File: src/mod_arith_pkg.sv
// Arithmetic types shared by the remainder unit and the sequencers that feed it

package mod_arith_pkg;

  ////////////////////
  // Widths
  ////////////////////

  // Width of data, modulus and remainder
  localparam int DATA_WIDTH = 32;

  // Bit counter for the shift loop
  localparam int REM_CNT_WIDTH = $clog2(DATA_WIDTH);

  ////////////////////
  // Operand
  ////////////////////

  // One matrix element with its own modulus
  // Modulus sits in the upper half
  typedef struct packed {
    logic [DATA_WIDTH-1:0] modulus;
    logic [DATA_WIDTH-1:0] data;
  } mod_operand_t;

  ////////////////////
  // Remainder FSM
  ////////////////////

  // Idle until start
  // Shift one dividend bit per cycle
  // Done holds for a single cycle
  typedef enum logic [1:0] {
    REM_IDLE,
    REM_SHIFT,
    REM_DONE
  } rem_state_t;

endpackage : mod_arith_pkg

File: src/matrix_stream_pkg.sv
// Matrix shape and sequencer state types for the row and element walkers

package matrix_stream_pkg;

  ////////////////////
  // Dimensions
  ////////////////////

  // Row or column count width
  localparam int DIM_WIDTH = 8;

  // Matrix shape latched on start
  typedef struct packed {
    logic [DIM_WIDTH-1:0] rows;
    logic [DIM_WIDTH-1:0] cols;
  } matrix_dims_t;

  ////////////////////
  // Sequencer FSMs
  ////////////////////

  // Matrix level
  // Row state waits for an element strobe from the host
  typedef enum logic [1:0] {
    MAT_IDLE,
    MAT_ROW,
    MAT_WAIT
  } mat_state_t;

  // Vector level
  // Feed state waits for the next element of the row
  typedef enum logic [1:0] {
    VEC_IDLE,
    VEC_FEED,
    VEC_WAIT
  } vec_state_t;

endpackage : matrix_stream_pkg

File: src/scalar_mod.sv
// Iterative unsigned remainder of one element, restoring shift-subtract one bit per cycle
`timescale 1ns/100ps

module scalar_mod (
  input  logic                                CLK,
  input  logic                                RST,

  // Control
  input  logic                                start,
  output logic                                done,

  // Data
  input  mod_arith_pkg::mod_operand_t         operand,
  output logic [mod_arith_pkg::DATA_WIDTH-1:0] remainder
);

  import mod_arith_pkg::*;

  ////////////////////
  // Signals
  ////////////////////

  // FSM
  rem_state_t               state_q;
  logic [REM_CNT_WIDTH-1:0] bit_cnt_q;

  // Latched divisor
  logic [DATA_WIDTH-1:0]    modulus_q;
  // Dividend bits still to shift in, MSB first
  logic [DATA_WIDTH-1:0]    dividend_q;
  // Running remainder
  logic [DATA_WIDTH-1:0]    partial_q;

  // One extra bit for the shifted trial value
  logic [DATA_WIDTH:0]      trial;
  logic [DATA_WIDTH:0]      diff;
  logic                     take;
  logic [DATA_WIDTH-1:0]    partial_next;

  ////////////////////
  // Datapath
  ////////////////////

  // Bring down next dividend bit
  assign trial = {partial_q, dividend_q[DATA_WIDTH-1]};
  assign diff  = trial - {1'b0, modulus_q};

  // Subtract only when it fits
  // Zero modulus always fits and subtracts nothing
  assign take = (trial >= {1'b0, modulus_q});

  // Either branch stays below the modulus, so the top bit is zero
  assign partial_next = take ? diff[DATA_WIDTH-1:0] : trial[DATA_WIDTH-1:0];

  assign remainder = partial_q;
  assign done      = (state_q == REM_DONE);

  ////////////////////
  // Control
  ////////////////////

  always_ff @(posedge CLK or posedge RST) begin
    if (RST) begin
      state_q   <= REM_IDLE;
      bit_cnt_q <= '0;
    end else begin
      case (state_q)
        REM_IDLE: begin
          if (start) begin
            // One cycle per dividend bit
            bit_cnt_q <= REM_CNT_WIDTH'(DATA_WIDTH - 1);
            state_q   <= REM_SHIFT;
          end
        end
        REM_SHIFT: begin
          // Last bit handled this cycle
          if (bit_cnt_q == '0) begin
            state_q <= REM_DONE;
          end else begin
            bit_cnt_q <= bit_cnt_q - 1'b1;
          end
        end
        REM_DONE: begin
          state_q <= REM_IDLE;
        end
        default: begin
          state_q <= REM_IDLE;
        end
      endcase
    end
  end

  // Operand latch and shift registers
  always_ff @(posedge CLK) begin
    if (state_q == REM_IDLE && start) begin
      modulus_q  <= operand.modulus;
      dividend_q <= operand.data;
      partial_q  <= '0;
    end else if (state_q == REM_SHIFT) begin
      partial_q  <= partial_next;
      dividend_q <= dividend_q << 1;
    end
  end

  ////////////////////
  // Checks
  ////////////////////

  // Result strobe is a single pulse
  assert property (@(posedge CLK) disable iff (RST) done |=> !done);

  // Caller must wait for the previous result
  assert property (@(posedge CLK) disable iff (RST) start |-> state_q == REM_IDLE);

endmodule : scalar_mod

File: src/vector_mod.sv
// Row walker that sends each element of one row through the remainder unit and flags the row end
`timescale 1ns/100ps

module vector_mod (
  input  logic                                    CLK,
  input  logic                                    RST,

  // Control
  input  logic                                    start,
  input  logic                                    in_enable,
  output logic                                    out_enable,
  output logic                                    ready,

  // Data
  input  logic [matrix_stream_pkg::DIM_WIDTH-1:0] size,
  input  mod_arith_pkg::mod_operand_t             operand,
  output logic [mod_arith_pkg::DATA_WIDTH-1:0]    data_out
);

  import mod_arith_pkg::*;
  import matrix_stream_pkg::*;

  ////////////////////
  // Signals
  ////////////////////

  // FSM
  vec_state_t            state_q;

  // Row length and element position
  logic [DIM_WIDTH-1:0]  size_q;
  logic [DIM_WIDTH-1:0]  elem_idx_q;
  logic                  last_elem;

  // Remainder unit
  logic                  accept;
  logic                  rem_done;
  logic [DATA_WIDTH-1:0] rem_value;

  ////////////////////
  // Body
  ////////////////////

  // First element arrives with start
  // Later ones only while feeding
  assign accept = in_enable && (start || state_q == VEC_FEED);

  assign last_elem = (elem_idx_q == size_q - DIM_WIDTH'(1));

  always_ff @(posedge CLK or posedge RST) begin
    if (RST) begin
      state_q    <= VEC_IDLE;
      size_q     <= '0;
      elem_idx_q <= '0;
      out_enable <= 1'b0;
      ready      <= 1'b0;
    end else begin
      // Strobes default low
      out_enable <= 1'b0;
      ready      <= 1'b0;

      // New row
      if (start) begin
        size_q     <= size;
        elem_idx_q <= '0;
      end

      case (state_q)
        VEC_IDLE: begin
          if (accept) begin
            state_q <= VEC_WAIT;
          end else if (start) begin
            state_q <= VEC_FEED;
          end
        end
        VEC_FEED: begin
          if (accept) begin
            state_q <= VEC_WAIT;
          end
        end
        VEC_WAIT: begin
          if (rem_done) begin
            out_enable <= 1'b1;
            if (last_elem) begin
              // Row end rides on the last result
              ready   <= 1'b1;
              state_q <= VEC_IDLE;
            end else begin
              elem_idx_q <= elem_idx_q + 1'b1;
              state_q    <= VEC_FEED;
            end
          end
        end
        default: begin
          state_q <= VEC_IDLE;
        end
      endcase
    end
  end

  // Result register
  always_ff @(posedge CLK) begin
    if (state_q == VEC_WAIT && rem_done) begin
      data_out <= rem_value;
    end
  end

  scalar_mod u_scalar_mod (
    .CLK      (CLK),
    .RST      (RST),
    .start    (accept),
    .done     (rem_done),
    .operand  (operand),
    .remainder(rem_value)
  );

  // Row end only with a result, and the walker is then idle
  assert property (@(posedge CLK) disable iff (RST)
    ready |-> out_enable && state_q == VEC_IDLE);

endmodule : vector_mod

File: src/matrix_mod.sv
// Top level matrix remainder engine, counts rows and streams elements to the row walker
`timescale 1ns/100ps

module matrix_mod (
  input  logic                                 CLK,
  input  logic                                 RST,

  // Control
  input  logic                                 start,
  output logic                                 ready,

  input  logic                                 in_i_enable,
  input  logic                                 in_j_enable,
  output logic                                 out_i_enable,
  output logic                                 out_j_enable,

  // Data
  input  matrix_stream_pkg::matrix_dims_t      dims,
  input  mod_arith_pkg::mod_operand_t          operand,
  output logic [mod_arith_pkg::DATA_WIDTH-1:0] data_out
);

  import mod_arith_pkg::*;
  import matrix_stream_pkg::*;

  ////////////////////
  // Signals
  ////////////////////

  // FSM
  mat_state_t            state_q;

  // Shape and row position
  matrix_dims_t          dims_q;
  logic [DIM_WIDTH-1:0]  row_idx_q;
  logic                  last_row;
  logic                  elem_strobe;

  // Row walker
  logic                  vec_start;
  logic                  vec_in_enable;
  mod_operand_t          operand_q;
  logic                  vec_out_enable;
  logic                  vec_ready;
  logic [DATA_WIDTH-1:0] vec_data_out;

  ////////////////////
  // Body
  ////////////////////

  assign last_row = (row_idx_q == dims_q.rows - DIM_WIDTH'(1));

  // Host element strobe while waiting for one
  assign elem_strobe = (state_q == MAT_ROW) && (in_i_enable || in_j_enable);

  always_ff @(posedge CLK or posedge RST) begin
    if (RST) begin
      state_q       <= MAT_IDLE;
      dims_q        <= '0;
      row_idx_q     <= '0;
      vec_start     <= 1'b0;
      vec_in_enable <= 1'b0;
      out_i_enable  <= 1'b0;
      out_j_enable  <= 1'b0;
      ready         <= 1'b0;
    end else begin
      // Pulses default low
      vec_start     <= 1'b0;
      vec_in_enable <= 1'b0;
      out_i_enable  <= 1'b0;
      out_j_enable  <= 1'b0;
      ready         <= 1'b0;

      case (state_q)
        MAT_IDLE: begin
          if (start) begin
            dims_q    <= dims;
            row_idx_q <= '0;
            state_q   <= MAT_ROW;
          end
        end
        MAT_ROW: begin
          // First element of a row restarts the walker
          if (in_i_enable) begin
            vec_start     <= 1'b1;
            vec_in_enable <= 1'b1;
            state_q       <= MAT_WAIT;
          end else if (in_j_enable) begin
            vec_in_enable <= 1'b1;
            state_q       <= MAT_WAIT;
          end
        end
        MAT_WAIT: begin
          if (vec_out_enable) begin
            out_j_enable <= 1'b1;
            if (vec_ready && last_row) begin
              // Matrix finished
              ready   <= 1'b1;
              state_q <= MAT_IDLE;
            end else if (vec_ready) begin
              row_idx_q    <= row_idx_q + 1'b1;
              out_i_enable <= 1'b1;
              state_q      <= MAT_ROW;
            end else begin
              state_q <= MAT_ROW;
            end
          end
        end
        default: begin
          state_q <= MAT_IDLE;
        end
      endcase
    end
  end

  // Operand and result registers
  always_ff @(posedge CLK) begin
    if (elem_strobe) begin
      operand_q <= operand;
    end
    if (state_q == MAT_WAIT && vec_out_enable) begin
      data_out <= vec_data_out;
    end
  end

  vector_mod u_vector_mod (
    .CLK       (CLK),
    .RST       (RST),
    .start     (vec_start),
    .in_enable (vec_in_enable),
    .out_enable(vec_out_enable),
    .ready     (vec_ready),
    .size      (dims_q.cols),
    .operand   (operand_q),
    .data_out  (vec_data_out)
  );

  ////////////////////
  // Checks
  ////////////////////

  // Fixed latency through the row walker and remainder unit
  assert property (@(posedge CLK) disable iff (RST)
    vec_in_enable |-> ##(DATA_WIDTH + 2) vec_out_enable);

  // Row walker answers only while an element is in flight
  assert property (@(posedge CLK) disable iff (RST)
    vec_out_enable |-> state_q == MAT_WAIT);

endmodule : matrix_mod

File: config.mk
export PLATFORM = sky130hd
export DESIGN_NAME = matrix_mod
export DESIGN_NICKNAME = d
export VERILOG_FILES = /design/src/mod_arith_pkg.sv /design/src/matrix_stream_pkg.sv /design/src/scalar_mod.sv /design/src/vector_mod.sv /design/src/matrix_mod.sv
export SDC_FILE = /design/constraint.sdc
export NUM_CORES = 1
export LEC_CHECK = 0
export BUFFER_PORTS_ARGS = -buffer_cell sky130_fd_sc_hd__clkbuf_2
export CAP_MARGIN = 20
export CORE_ASPECT_RATIO = 2
export CORE_MARGIN = 4
export CORE_UTILIZATION = 30
export DETAILED_ROUTE_END_ITERATION = 8
export HOLD_SLACK_MARGIN = 0.1
export PLACE_DENSITY = 0.48
export SYNTH_ARGS = -nofsm -noshare
export SYNTH_HDL_FRONTEND = slang
export SYNTH_SLANG_ARGS = --single-unit
File: constraint.sdc
create_clock -name CLK -period 8.4 [get_ports CLK]
set_clock_uncertainty 0.1 [all_clocks]
set_input_delay 0.42 -clock CLK [delete_from_list [all_inputs] [get_ports CLK]]
set_output_delay 0.42 -clock CLK [all_outputs]
set_load 0.02 [all_outputs]
# Yosys cells after proc, flatten, opt, wreduce, memory -nomap -nowiden
# Cells that the tools add are included.
# totals
regBits	282
inputBits	85
out_inout_bits	35
word_cells	119
# classes
addsub	6
magnitude_cmp	1
eq_ne	19
n_mux	49
reduce_logical	21
# op_table
op	count
$mux W32	3
$mux W8	8
$ge A33 B32 Y1	1
$sub A32 B32 Y32	1
$mux W1	21
$mux W2	10
$add A8 B1 Y8 const B	2
$eq A8 B8 Y1	2
$pmux W8 S2	1
$sub A8 B1 Y8 const B	2
$ne A2 B2 Y1 const B	6
$pmux W2 S3	2
$mux W5	2
$pmux W5 S2	1
$reduce_and A3 Y1	3
$eq A2 B1 Y1 const B	3
$eq A2 B2 Y1 const B	3
$logic_and A1 B1 Y1	6
$logic_not A2 Y1	3
$ne A2 B1 Y1 const B	3
$ne A3 B3 Y1 const B	2
$reduce_bool A2 Y1	3
$logic_not A5 Y1	1
$reduce_and A5 Y1	1
4 further kinds	6

# Depth between registers and ports, before layout
# Gate-level depths: netlist (run 1).
# logic_depth
depth_word	6
ltp_mapped	13
mapped_depth_nobuf	12

# Hierarchy
# From an unflattened synthesis (run 1), not the netlist that was laid out.
# unflattened
hier_cells	1014
area_unflattened_um2	12426.9
# by_module_without_submodules
module	instances	cells_each	area_each_um2	seq_area_each_um2
scalar_mod	1	622	5824.3	2737.6
matrix_mod	1	242	4463.0	3658.5
vector_mod	1	150	2139.6	1461.4

# Worst setup path before layout (run 1)
# Ideal clock, no wire load.
# synth_timing
path_type	input -> register
start	in in_j_enable
end	reg vec_in_enable
setup_time_ps	612
arrival_ps	5213
required_time_ps	7688
path_slack_ps	2475
stages	2
n_path_buf	0
path_cell_list	nor2_1 nor3b_1
# synth_via
elab_chain_cells	3
# synth_rtl
item	line_no	source
from (decl)	matrix_mod.sv:13	input logic in_j_enable,
$mux W1	matrix_mod.sv:88	end else if (in_j_enable) begin
$mux W1	matrix_mod.sv:84	if (in_i_enable) begin
$mux W1	matrix_mod.sv:74	case (state_q)
to (signal assigned)	matrix_mod.sv:69	vec_in_enable <= 1'b0;
to (signal assigned)	matrix_mod.sv:86	vec_in_enable <= 1'b1;
to (signal assigned)	matrix_mod.sv:89	vec_in_enable <= 1'b1;
to (decl)	matrix_mod.sv:41	logic vec_in_enable;
# Every way passes these cells.
# A chain may end at the register's enable or synchronous reset.

# Worst setup path after layout (run 1)
# layout_timing
start	reg u_vector_mod.u_scalar_mod.modulus_q[22]
end	reg u_vector_mod.u_scalar_mod.partial_q[9] (netlist: u_vector_mod.u_scalar_mod.remainder[9])
# layout_via
elab_chain_cells	2
# layout_rtl
item	line_no	source
from (decl)	scalar_mod.sv:28	logic [DATA_WIDTH-1:0] modulus_q;
from (signal assigned)	scalar_mod.sv:96	modulus_q <= operand.modulus;
$ge A33 B32 Y1	scalar_mod.sv:50	assign take = (trial >= {1'b0, modulus_q});
$mux W32	scalar_mod.sv:53	assign partial_next = take ? diff[DATA_WIDTH-1:0] : trial[DATA_WIDTH-1:0];
to (signal assigned)	scalar_mod.sv:100	partial_q <= partial_next;
to (decl)	scalar_mod.sv:32	logic [DATA_WIDTH-1:0] partial_q;
# Every way passes these cells.

==> reports/qor.txt, run 1 <==
GR Util met1: 13.2%
clock transition time at the flip-flop clock pins of the worst setup and hold paths: 0.06 ns
Die H: 292 um
root buffer cell: clkbuf_16
Max clock buf depth: 3
First DRT Iteration DRCs: 211
Vias: 7,845
Nets: 1,314
relative slew slack: 38.4%
DRC violations left: 0
average cell area after synthesis: 12.4 um2
DP Area: 13,300 um2
FFs w/ async S/R, synth: 20.6%
Worst EP arrival: 3.48 ns
VDD IR-drop max: 0.000182 V
commonest cells after routing, fill and taps aside: 192 x edfxtp_1, 153 x nand2_1, 119 x clkbuf_2, 83 x dlygate4sd3_1, 58 x dfrtp_1
CTS sink cnt: 282
Power per Cell Area: 286 nW/um2
M3 GR Usage: 1.72%
RSZ-0062 raised after global routing: no
CTS Buf Count: 28
startpoint class of the critical path: register
Placer Congestion: 0.813
routed wire length: 26,900 um
first-pass GRT wire length: 43,600 um
wire per inst: 15.4 um
initial antenna violation count: 0
Netlist cell types: 71
Power, Total: 4.33 mW
CP max stage cell: ha_1
Synth Net Count: 1,103
Port Buffers: 119
Final period util: 37.5%
CP max FO: 51
IO Pins: 120
worst-path cell chain: inv_1 > ha_1 > and4_1 > and4b_1 > nand4_1 > nand3_1 > or2_1 > o21ai_4 > buf_4 > and3b_1 > a21oi_1 > o21ai_1
GR Util met2: 23.8%
max-cap violations: 0
Slowest Stage Delay on Critical Path: 0.49 ns
initial core utilization: 30.3%
Final min period: 3.15 ns
Cell Area, Synth: 12,100 um2
P_leak: 6.20 nW
Slew Limit Fails: 0
row count: 104
Crit Path Category: reg -> reg
number of flops mapped to enable cells by yosys: 192
synth top area cells: edfxtp_1 47%, dfrtp_1 12%, dfxtp_1 5.3%
worst hold path type: in -> reg
total core area: 40,100 um2
YS warnings: 0
final hold viol count: 0
n_diodes: 0
slew at the pin with the worst max-slew slack: 0.924 ns
GR peak layer: met2
post-route cell area: 15,100 um2
CTS tree: built
top cell type's share of synthesized area: 47.5%
status: completed
Worst Path Required: 8.72 ns
die area: 43,900 um2
vias in the first global route: 8,203
dpl hpwl: 18,800 um
crit end category: register
fmax: 317 MHz
commonest non-fill, non-tap cell in the layout: edfxtp_1
#FFs+latches synth: 282
Gate Count Post-Synth: 979
die width: 150 um
antenna-violating nets left: 0
Main synth FF type: edfxtp_1
Setup TNS: 0 ns
H-tree lvl count: 1
fraction of layout cells with a size suffix above 1: 18.3%
final number of setup-violating endpoints: 0
Area growth, synth to finish: 24.6%
total track usage: 12.4%
clock insertion delay at the later pin of the skew report: 0.57 ns
sequential area share after synthesis: 64.7%
vias per inst: 4.50
total grt overflow: 0
Pre-Repair DR Iteration Count: 4
largest net degree at the start of global routing: 67
post-CTS setup repair buffer count: 0
post-synth top area cell: edfxtp_1
==> final cells by class <==
type                            instances  area (um2)
Clock buffer                           38         768
Inverter                               46         173
Tap cell                              530         663
Multi-Input combinational cell        618        3960
Sequential cell                       282        7860
Fill cell                            3994       25000
Timing Repair Buffer                  214        1520
Clock inverter                         14         185
==> Yosys cell counts (5+ instances only) <==
cell type / count
edfxtp_1: 192
xnor2_1: 26
buf_2: 8
xor2_1: 28
mux2_2: 20
nor2b_1: 11
o21ai_0: 35
nor2_1: 41
a21oi_1: 43
o31a_1: 5
nand3_1: 26
o21ai_1: 38
dfxtp_1: 32
nand2_1: 153
dfrtp_1: 58
ha_1: 38
nand2b_1: 10
and2_1: 5
and3_1: 11
nand4_1: 7
a22o_1: 6
a31oi_1: 6
a32oi_1: 6
nor3_1: 10
a21o_1: 13
o211ai_1: 6
inv_1: 45
clkbuf_1: 20
==> worst paths after layout <==
check	from	endpoint	cells past startpoint	slack, ns
setup / recovery	u_vector_mod.u_scalar_mod.modulus_q[22]	u_vector_mod.u_scalar_mod.remainder[9]	12	5.25
hold / removal	start	state_q[0]	4	0.22
setup reg to reg	u_vector_mod.u_scalar_mod.modulus_q[22]	u_vector_mod.u_scalar_mod.remainder[9]	12	5.25
hold reg to reg	operand_q[54]	u_vector_mod.u_scalar_mod.modulus_q[22]	0	0.31
max in group asynchronous	RST	u_vector_mod.u_scalar_mod.bit_cnt_q[0]	4	7.14
min in group asynchronous	RST	row_idx_q[4]	4	0.52
==> critical path: cells and delay by family, from the launching register on <==
family	cells	cell delay [ns]
compound gates	3	0.30
fa+ha+maj	1	0.49
buf+inv	2	0.51
flops	1	0.32
simple gates	6	1.28
==> state kept, by name, summed over array words and instances (netlist names), 2 cells and up <==
register	count
u_vector_mod.u_scalar_mod.modulus_q	32
u_vector_mod.elem_idx_q	8
u_vector_mod.u_scalar_mod.dividend_q	32
state_q	2
u_vector_mod.u_scalar_mod.state_q	2
row_idx_q	8
operand_q	64
u_vector_mod.u_scalar_mod.remainder	32
u_vector_mod.data_out	32
u_vector_mod.u_scalar_mod.bit_cnt_q	5
data_out	32
u_vector_mod.size_q	8
dims_q	16
u_vector_mod.state_q	2
==> timing repair <==
item,in CTS,in global routing
hold buffers,83,0
setup endpoints to repair,0,0
gates resized for setup,0,0
hold endpoints to repair,140,0
==> power by group <==
part	internal (mW)	leakage, nW	switching, mW	total (mW)
clock network	0.765	0.474	0.537	1.30
logic	0.434	2.89	0.585	1.02
registers	1.83	2.83	0.175	2.01
total	3.03	6.20	1.30	4.33
==> metrics by stage <==
stage	std cells	util [%]	hold slack (ns)	worst slack [ns]
global placement	1606	33.3	0.303	5.18
finish	1742	37.7	0.219	5.25
floorplan	979	-	0.300	2.48
CTS	1742	37.7	0.183	5.19
detailed placement	1607	33.3	0.305	5.20
global route	1742	37.7	0.227	5.04
==> metal layers <==
| layer | up-vias | wire [um] | share of wire, % |
|---|---|---|---|
| li1 | 3937 | - | - |
| met1 | 3694 | 10200 | 38 |
| met2 | 155 | 14600 | 54 |
| met3 | 59 | 1000 | 3.7 |
| met4 | 0 | 1100 | 4.1 |
| met5 | - | 0 | 0 |
==> cell families after synthesis <==
family,Yosys count,synth area share (%)
xor gates and xnor gates,54,3.90
buffers and inverters,79,2.77
and+or+nand+nor,305,11.8
AOI/OAI and AO/OA,196,10.5
DFF,282,64.7
adders and majority gates,39,4.08
muxes,24,2.19
Note: power is estimated with default switching activity, not from simulation.
==> run 2, diff against run 1 <==
==> constraint.sdc (replaced) <==
create_clock -name CLK -period 3.2 [get_ports CLK]
set_clock_uncertainty 0.1 [all_clocks]
set_input_delay 0.16 -clock CLK [delete_from_list [all_inputs] [get_ports CLK]]
set_output_delay 0.16 -clock CLK [all_outputs]
set_load 0.02 [all_outputs]
==> reports/qor.txt, run 2 (synthesis results as in run 1) <==
antenna-violating nets left: 0 (unchanged)
Area growth, synth to finish: 25.4% (was 24.6%)
CTS tree: built (unchanged)
crit end category: register (unchanged)
Top reg by flops: operand_q (unchanged)
final hold viol count: 0 (unchanged)
Slowest Stage Delay on Critical Path: 0.38 ns (was 0.49 ns)
row count: 104 (unchanged)
status: completed (unchanged)
RSZ-0062 raised after global routing: no (unchanged)
fillers: 3,988 (was 3,994)
Max clock buf depth: 3 (unchanged)
clock transition time at the flip-flop clock pins of the worst setup and hold paths: 0.07 ns (was 0.06 ns)
total core area: 40,100 um2 (unchanged)
GR peak layer: met2 (unchanged)
Worst EP arrival: 3.35 ns (was 3.48 ns)
clock insertion delay at the later pin of the skew report: 0.56 ns (was 0.57 ns)
M3 GR Usage: 1.80% (was 1.72%)
Port Buffers: 119 (unchanged)
vias per inst: 4.52 (was 4.50)
cts repair resizes: 0 (unchanged)
DRC violations left: 0 (unchanged)
P_leak: 6.25 nW (was 6.20 nW)
max-cap violations: 0 (unchanged)
max reg flops: 64 (unchanged)
Vias: 7,923 (was 7,845)
Final min period: 2.98 ns (was 3.15 ns)
CP max stage cell: fa_1 (was ha_1)
Power per Cell Area: 743 nW/um2 (was 286 nW/um2)
total grt overflow: 0 (unchanged)
vias in the first global route: 8,359 (was 8,203)
Pre-Repair DR Iteration Count: 6 (was 4)
n_diodes: 0 (unchanged)
First DRT Iteration DRCs: 269 (was 211)
dpl hpwl: 19,000 um (was 18,800 um)
VDD IR-drop max: 0.000551 V (was 0.000182 V)
first-pass GRT wire length: 43,800 um (was 43,600 um)
CP max FO: 4 (was 51)
slew at the pin with the worst max-slew slack: 0.852 ns (was 0.924 ns)
H-tree lvl count: 1 (unchanged)
GR Util met2: 24.3% (was 23.8%)
fraction of layout cells with a size suffix above 1: 18.8% (was 18.3%)
commonest cells after routing, fill and taps aside: 192 x edfxtp_1, 153 x nand2_1, 119 x clkbuf_2, 84 x dlygate4sd3_1, 58 x dfrtp_1 (was 192 x edfxtp_1, 153 x nand2_1, 119 x clkbuf_2, 83 x dlygate4sd3_1, 58 x dfrtp_1)
Setup TNS: 0 ns (unchanged)
wire per inst: 15.2 um (was 15.4 um)
die width: 150 um (unchanged)
routed wire length: 26,700 um (was 26,900 um)
Final Core Density: 38.0% (was 37.7%)
Die H: 292 um (unchanged)
largest net degree at the start of global routing: 67 (unchanged)
startpoint class of the critical path: register (unchanged)
relative slew slack: 43.2% (was 38.4%)
GR Util met1: 13.4% (was 13.2%)
die area: 43,900 um2 (unchanged)
Slew Limit Fails: 0 (unchanged)
commonest non-fill, non-tap cell in the layout: edfxtp_1 (unchanged)
Final period util: 93.1% (was 37.5%)
total track usage: 12.4% (about the same)
Power, Total: 11.3 mW (was 4.33 mW)
initial core utilization: 30.3% (unchanged)
root buffer cell: clkbuf_16 (unchanged)
Worst Path Required: 3.57 ns (was 8.72 ns)
Crit Path Category: reg -> reg (unchanged)
Placer Congestion: 0.819 (was 0.813)
Nets: 1,326 (was 1,314)
IO Pins: 120 (unchanged)
worst hold path type: in -> reg (unchanged)
initial antenna violation count: 0 (unchanged)
CTS sink cnt: 282 (unchanged)
final number of setup-violating endpoints: 0 (unchanged)
fmax: 336 MHz (was 317 MHz)
CTS Buf Count: 27 (was 28)
worst-path cell chain: inv_1 > ha_1 > fa_1 > nor2b_1 > o31a_1 > o211a_1 > a21boi_4 > o31a_1 > o211ai_1 > o211ai_1 > xor2_1 > o21ai_1 (was inv_1 > ha_1 > and4_1 > and4b_1 > nand4_1 > nand3_1 > or2_1 > o21ai_4 > buf_4 > and3b_1 > a21oi_1 > o21ai_1)
-- run 2: cell types whose count changed in the layout (fill, tap and decap cells not counted), sizes merged --
cell	delta
buf	+12
bufinv	-1
clkinv	-4
clkinvlp	+2
dlygate4sd3	+1
inv	+1
-- run 2: final cells by class --
| type | count | area [um2] | area share (%) |
|---|---|---|---|
| Clock buffer | 38 | 758 | 4.98 |
| Inverter | 46 | 173 | 1.13 |
| Tap cell | 530 | 663 | 4.36 |
| Multi-Input combinational cell | 618 | 3970 | 26.1 |
| Clock inverter | 12 | 143 | 0.937 |
| Sequential cell | 282 | 7860 | 51.6 |
| Timing Repair Buffer | 227 | 1650 | 10.9 |
-- run 2: critical path, delay by kind of cell (launching register included) --
| family | cells | cell delay, ns |
|---|---|---|
| adder cells (fa/ha/maj) | 2 | 0.58 |
| buffers and inverters | 1 | 0.05 |
| AND/OR/NAND/NOR | 1 | 0.20 |
| AO/OA/AOI/OAI | 7 | 1.41 |
| flip-flops | 1 | 0.37 |
| XOR/XNOR | 1 | 0.16 |
-- run 2: worst paths after layout --
kind | from | endpoint | slack [ns] | depth (start not counted)
min in group asynchronous | RST | dims_q[8] | 0.25 | 3
worst min register to register | u_vector_mod.data_out[14] | data_out[14] | 0.30 | 0
worst max register to register | u_vector_mod.u_scalar_mod.dividend_q[31] | u_vector_mod.u_scalar_mod.remainder[28] | 0.22 | 12
max in group asynchronous | RST | u_vector_mod.size_q[2] | 1.94 | 4
worst min-delay path | start | row_idx_q[7] | 0.19 | 5
worst max-delay path | u_vector_mod.u_scalar_mod.dividend_q[31] | u_vector_mod.u_scalar_mod.remainder[28] | 0.22 | 12
-- run 2: timing repair --
| item | 4_1_cts | 5_1_grt |
|---|---|---|
| hold buffers | 84 | 0 |
| buffers inserted | 0 | 2 |
| setup endpoints to repair | 0 | 1 |
| endpoints found under the hold margin | 118 | 0 |
-- run 2: through the flow --
stage	hold slack [ns]	setup WS [ns]	instances	cell area [um2]
detailed placement	0.239	0.107	1617	13500
finish	0.188	0.222	1753	15200
CTS	0.158	0.0895	1751	15200
global route	0.188	0.0293	1753	15200
global placement	0.237	0.138	1617	13500
floorplan	0.159	0.389	979	12200
-- run 2: per-layer routing --
layer,wire (um),share of wire (%)
met2,14900,56
met5,0,0
met1,10000,38
met3,1120,4.2
met4,635,2.4
-- run 2: power breakdown --
group	internal, mW	leakage [nW]	switching (mW)
sequential	4.81	2.83	0.467
combinational	1.19	2.98	1.56
clock	1.90	0.437	1.38
total	7.90	6.25	3.41
==> run 3, diff against run 2 <==
--- a/config.mk
+++ b/config.mk
@@ -5,6 +5,7 @@
 export SDC_FILE = /design/constraint.sdc
 export NUM_CORES = 1
 export LEC_CHECK = 0
+export ABC_AREA = 1
 export BUFFER_PORTS_ARGS = -buffer_cell sky130_fd_sc_hd__clkbuf_2
 export CAP_MARGIN = 20
 export CORE_ASPECT_RATIO = 2
==> reports/qor.txt, run 3 <==
die width: 160 um (was 150 um)
YS warnings: 0 (unchanged)
Clk network pwr share: 22.3% (was 29.0%)
startpoint class of the critical path: register (unchanged)
clock transition time at the flip-flop clock pins of the worst setup and hold paths: 0.07 ns (about the same)
reg2reg setup slack: 0.47 ns (was 0.22 ns)
CP max stage cell: nor3_1 (was fa_1)
worst-path cell chain: ha_1 > nand2_1 > nor3_1 > nand4_1 > nand2_1 > inv_4 > nand2_8 > nand2_2 > nand3_2 > nand2_1 (was inv_1 > ha_1 > fa_1 > nor2b_1 > o31a_1 > o211a_1 > a21boi_4 > o31a_1 > o211ai_1 > o211ai_1 > xor2_1 > o21ai_1)
wire per inst: 15.3 um (was 15.2 um)
sw frac: 40.5% (was 30.1%)
Placer Congestion: 1.00 (was 0.819)
Slowest Stage Delay on Critical Path: 0.56 ns (was 0.38 ns)
First DRT Iteration DRCs: 444 (was 269)
max-cap violations: 0 (unchanged)
initial antenna violation count: 0 (unchanged)
root buffer cell: clkbuf_16 (unchanged)
worst hold path type: in -> reg (unchanged)
CP max FO: 32 (was 4)
final number of setup-violating endpoints: 0 (unchanged)
Slew Limit Fails: 0 (unchanged)
first-pass GRT wire length: 57,600 um (was 43,800 um)
Worst Path Required: 3.57 ns (about the same)
Max clock buf depth: 3 (unchanged)
initial core utilization: 30.4% (was 30.3%)
antenna-violating nets left: 0 (unchanged)
final hold viol count: 0 (unchanged)
Die H: 313 um (was 292 um)
sequential area share after synthesis: 56.4% (was 64.7%)
Hold Crit Start: operand[44] (was start)
H-tree lvl count: 1 (unchanged)
P_int: 9.52 mW (was 7.90 mW)
Cell Area, Synth: 13,900 um2 (was 12,100 um2)
relative slew slack: 52.6% (was 43.2%)
Worst EP arrival: 3.10 ns (was 3.35 ns)
fmax: 366 MHz (was 336 MHz)
Netlist cell types: 46 (was 71)
CTS Buf Count: 29 (was 27)
DP Area: 15,200 um2 (was 13,500 um2)
total core area: 45,800 um2 (was 40,100 um2)
synth top area cells: edfxtp_1 41%, nand2_1 13%, dfrtp_1 10% (was edfxtp_1 47%, dfrtp_1 12%, dfxtp_1 5.3%)
clock insertion delay at the later pin of the skew report: 0.59 ns (was 0.56 ns)
WP buf/inv: 1 (unchanged)
Power per Cell Area: 933 nW/um2 (was 743 nW/um2)
Pre-Repair DR Iteration Count: 5 (was 6)
Psw: 6.47 mW (was 3.41 mW)
FFs w/ async S/R, synth: 20.6% (unchanged)
DRC violations left: 0 (unchanged)
row count: 111 (was 104)
dpl hpwl: 26,900 um (was 19,000 um)
slew at the pin with the worst max-slew slack: 0.709 ns (was 0.852 ns)
largest net degree at the start of global routing: 66 (was 67)
crit-path leading delay family: simple AND/OR/NAND/NOR gates (was compound AO/OA/AOI/OAI gates)
CTS tree: built (unchanged)
IO Pins: 120 (unchanged)
average cell area after synthesis: 9.15 um2 (was 12.4 um2)
total grt overflow: 0 (unchanged)
commonest non-fill, non-tap cell in the layout: nand2_1 (was edfxtp_1)
highest metal used: met4 (unchanged)
Crit path top cell by count: nand2_1
met2 WL: 19,700 um (was 14,900 um)
P_leak: 7.98 nW (was 6.25 nW)
n_diodes: 0 (unchanged)
VDD IR-drop max: 0.000430 V (was 0.000551 V)
CTS sink cnt: 282 (unchanged)
routed wl met3: 1380 um (was 1120 um)
fraction of layout cells with a size suffix above 1: 16.6% (was 18.8%)
top cells by count, synth: 500 x nand2_1, 233 x inv_1, 192 x edfxtp_1 (was 192 x edfxtp_1, 153 x nand2_1, 58 x dfrtp_1)
post-CTS setup repair buffer count: 0 (unchanged)
Nets: 1,880 (was 1,326)
Crit Path Category: reg -> reg (unchanged)
Place WS: 0.466 ns (was 0.107 ns)
Port Buffers: 119 (unchanged)
Area growth, synth to finish: 23.0% (was 25.4%)
Critical Path Stages: 10 (was 12)
commonest cells after routing, fill and taps aside: 500 x nand2_1, 232 x inv_1, 192 x edfxtp_1, 119 x clkbuf_2, 96 x dlygate4sd3_1 (was 192 x edfxtp_1, 153 x nand2_1, 119 x clkbuf_2, 84 x dlygate4sd3_1, 58 x dfrtp_1)
Combinational Power Share: 41.8% (was 24.3%)
vias in the first global route: 10,700 (was 8,359)
die area: 50,200 um2 (was 43,900 um2)
total track usage: 14.5% (was 12.4%)
number of flops mapped to enable cells by yosys: 192 (unchanged)
worst setup margin: 0.469 ns (was 0.222 ns)
count leader, synth: nand2_1 (was edfxtp_1)
Top reg by flops: operand_q (unchanged)
Vias: 10,300 (was 7,923)
top cell type's share of synthesized area: 41.4% (was 47.5%)
Final min period: 2.73 ns (was 2.98 ns)
Setup TNS: 0 ns (unchanged)
sequential power share: 35.9% (was 46.7%)
Main synth FF type: edfxtp_1 (unchanged)
RSZ-0062 raised after global routing: no (unchanged)
#FFs+latches synth: 282 (unchanged)
Hold Path End: operand_q[44] (was row_idx_q[7])
Hold Path Stages: 2 (was 5)
post-synth top area cell: edfxtp_1 (unchanged)
post-route cell area: 17,100 um2 (was 15,200 um2)
worst r2r src: u_vector_mod.u_scalar_mod.remainder[28] (was u_vector_mod.u_scalar_mod.dividend_q[31])
cell depth of the worst flop-to-flop path: 10 (was 12)
max reg flops: 64 (unchanged)
crit end category: register (unchanged)
Synth Net Count: 1,647 (was 1,103)
routed wire length: 35,800 um (was 26,700 um)
vias per inst: 4.41 (was 4.52)
Final period util: 85.4% (was 93.1%)
status: completed (unchanged)
reg2reg end: u_vector_mod.u_scalar_mod.remainder[12] (was u_vector_mod.u_scalar_mod.remainder[28])
M1 wire length: 13,200 um (was 10,000 um)
Gate Count Post-Synth: 1,523 (was 979)
==> run 3: cell count changes in the layout (fill, tap and decap cells not counted), sizes merged, moves of 11 or more <==
cell         previous run  this run
nand3                  27       119
nor2b                  11         0
and3                   11         0
nand4                   7        25
inv                    47       251
a21oi                  46        30
nand2b                 11         0
dlygate4sd3            84        96
o21ai                  75        23
a21o                   13         0
nand2                 153       543
nor2                   43        98
xor2                   28        16
==> run 3: area by class of cell <==
class | count | area [um2]
Clock inverter | 18 | 213
Timing Repair Buffer | 229 | 1690
Multi-Input combinational cell | 964 | 4960
Tap cell | 565 | 707
Fill cell | 4604 | 28700
Sequential cell | 282 | 7860
Inverter | 250 | 941
Clock buffer | 35 | 778
==> run 3: worst max path at each step <==
stage / start / to / slack [ns]
floorplan: state_q[1] / operand_q[0] / 0.42
global placement: u_vector_mod.u_scalar_mod.modulus_q[31] / u_vector_mod.u_scalar_mod.remainder[27] / 0.45
detailed placement: u_vector_mod.u_scalar_mod.modulus_q[2] / u_vector_mod.u_scalar_mod.remainder[26] / 0.47
CTS: u_vector_mod.u_scalar_mod.remainder[2] / u_vector_mod.u_scalar_mod.remainder[26] / 0.45
global route: u_vector_mod.u_scalar_mod.remainder[2] / u_vector_mod.u_scalar_mod.remainder[26] / 0.32
finish: u_vector_mod.u_scalar_mod.remainder[28] / u_vector_mod.u_scalar_mod.remainder[12] / 0.47
==> run 3: logic make-up (layout without fill, tap and decap cells) <==
group | Yosys count | in the layout | share of synthesized area, %
AND/OR/NAND/NOR | 815 | 815 | 26.3
flip-flops | 282 | 282 | 56.4
buffers and inverters | 277 | 532 | 8.14
AO/OA/AOI/OAI | 61 | 61 | 2.38
adder cells (fa/ha/maj) | 39 | 39 | 3.56
XOR/XNOR | 39 | 39 | 2.45
multiplexers | 10 | 10 | 0.808
==> run 3: routing by layer <==
layer	vias to the layer above	global-route usage, %
met4	0	6.38
li1	5316	-
met2	228	28.4
met5	-	0
met3	73	1.87
met1	4726	15.0
==> run 3: what timing repair did <==
item	CTS	global route
resized for setup	0	0
setup endpoints to repair	0	0
hold buffers	96	0
endpoints found under the hold margin	117	0
==> run 3: power groups by stage <==
| stage | clock network (mW) | logic, mW | registers [mW] |
|---|---|---|---|
| 2_1_floorplan | 0 | 5.08 | 5.59 |
| 3_3_place_gp | 0 | 6.53 | 5.80 |
| 3_5_place_dp | 0 | 6.59 | 5.82 |
| 4_1_cts | 3.72 | 6.77 | 5.75 |
| 5_1_grt | 3.86 | 7.65 | 5.86 |
| 6_report | 3.57 | 6.68 | 5.75 |
==> run 3: metrics by stage <==
step / hold WS (ns) / utilization [%] / power, mW / instances
floorplan: 0.159 / - / 10.7 / 1523
global placement: 0.156 / 33.1 / 12.3 / 2194
detailed placement: 0.156 / 33.1 / 12.4 / 2194
CTS: 0.138 / 37.4 / 16.2 / 2343
global route: 0.159 / 37.4 / 17.4 / 2343
finish: 0.179 / 37.4 / 16.0 / 2343
==> run 3: worst reg2reg max path, delay by kind of cell (launching register included) <==
family,cells,cell delay (ns)
flops,1,0.35
simple gates,8,1.66
fa+ha+maj,1,0.39
buf+inv,1,0.11
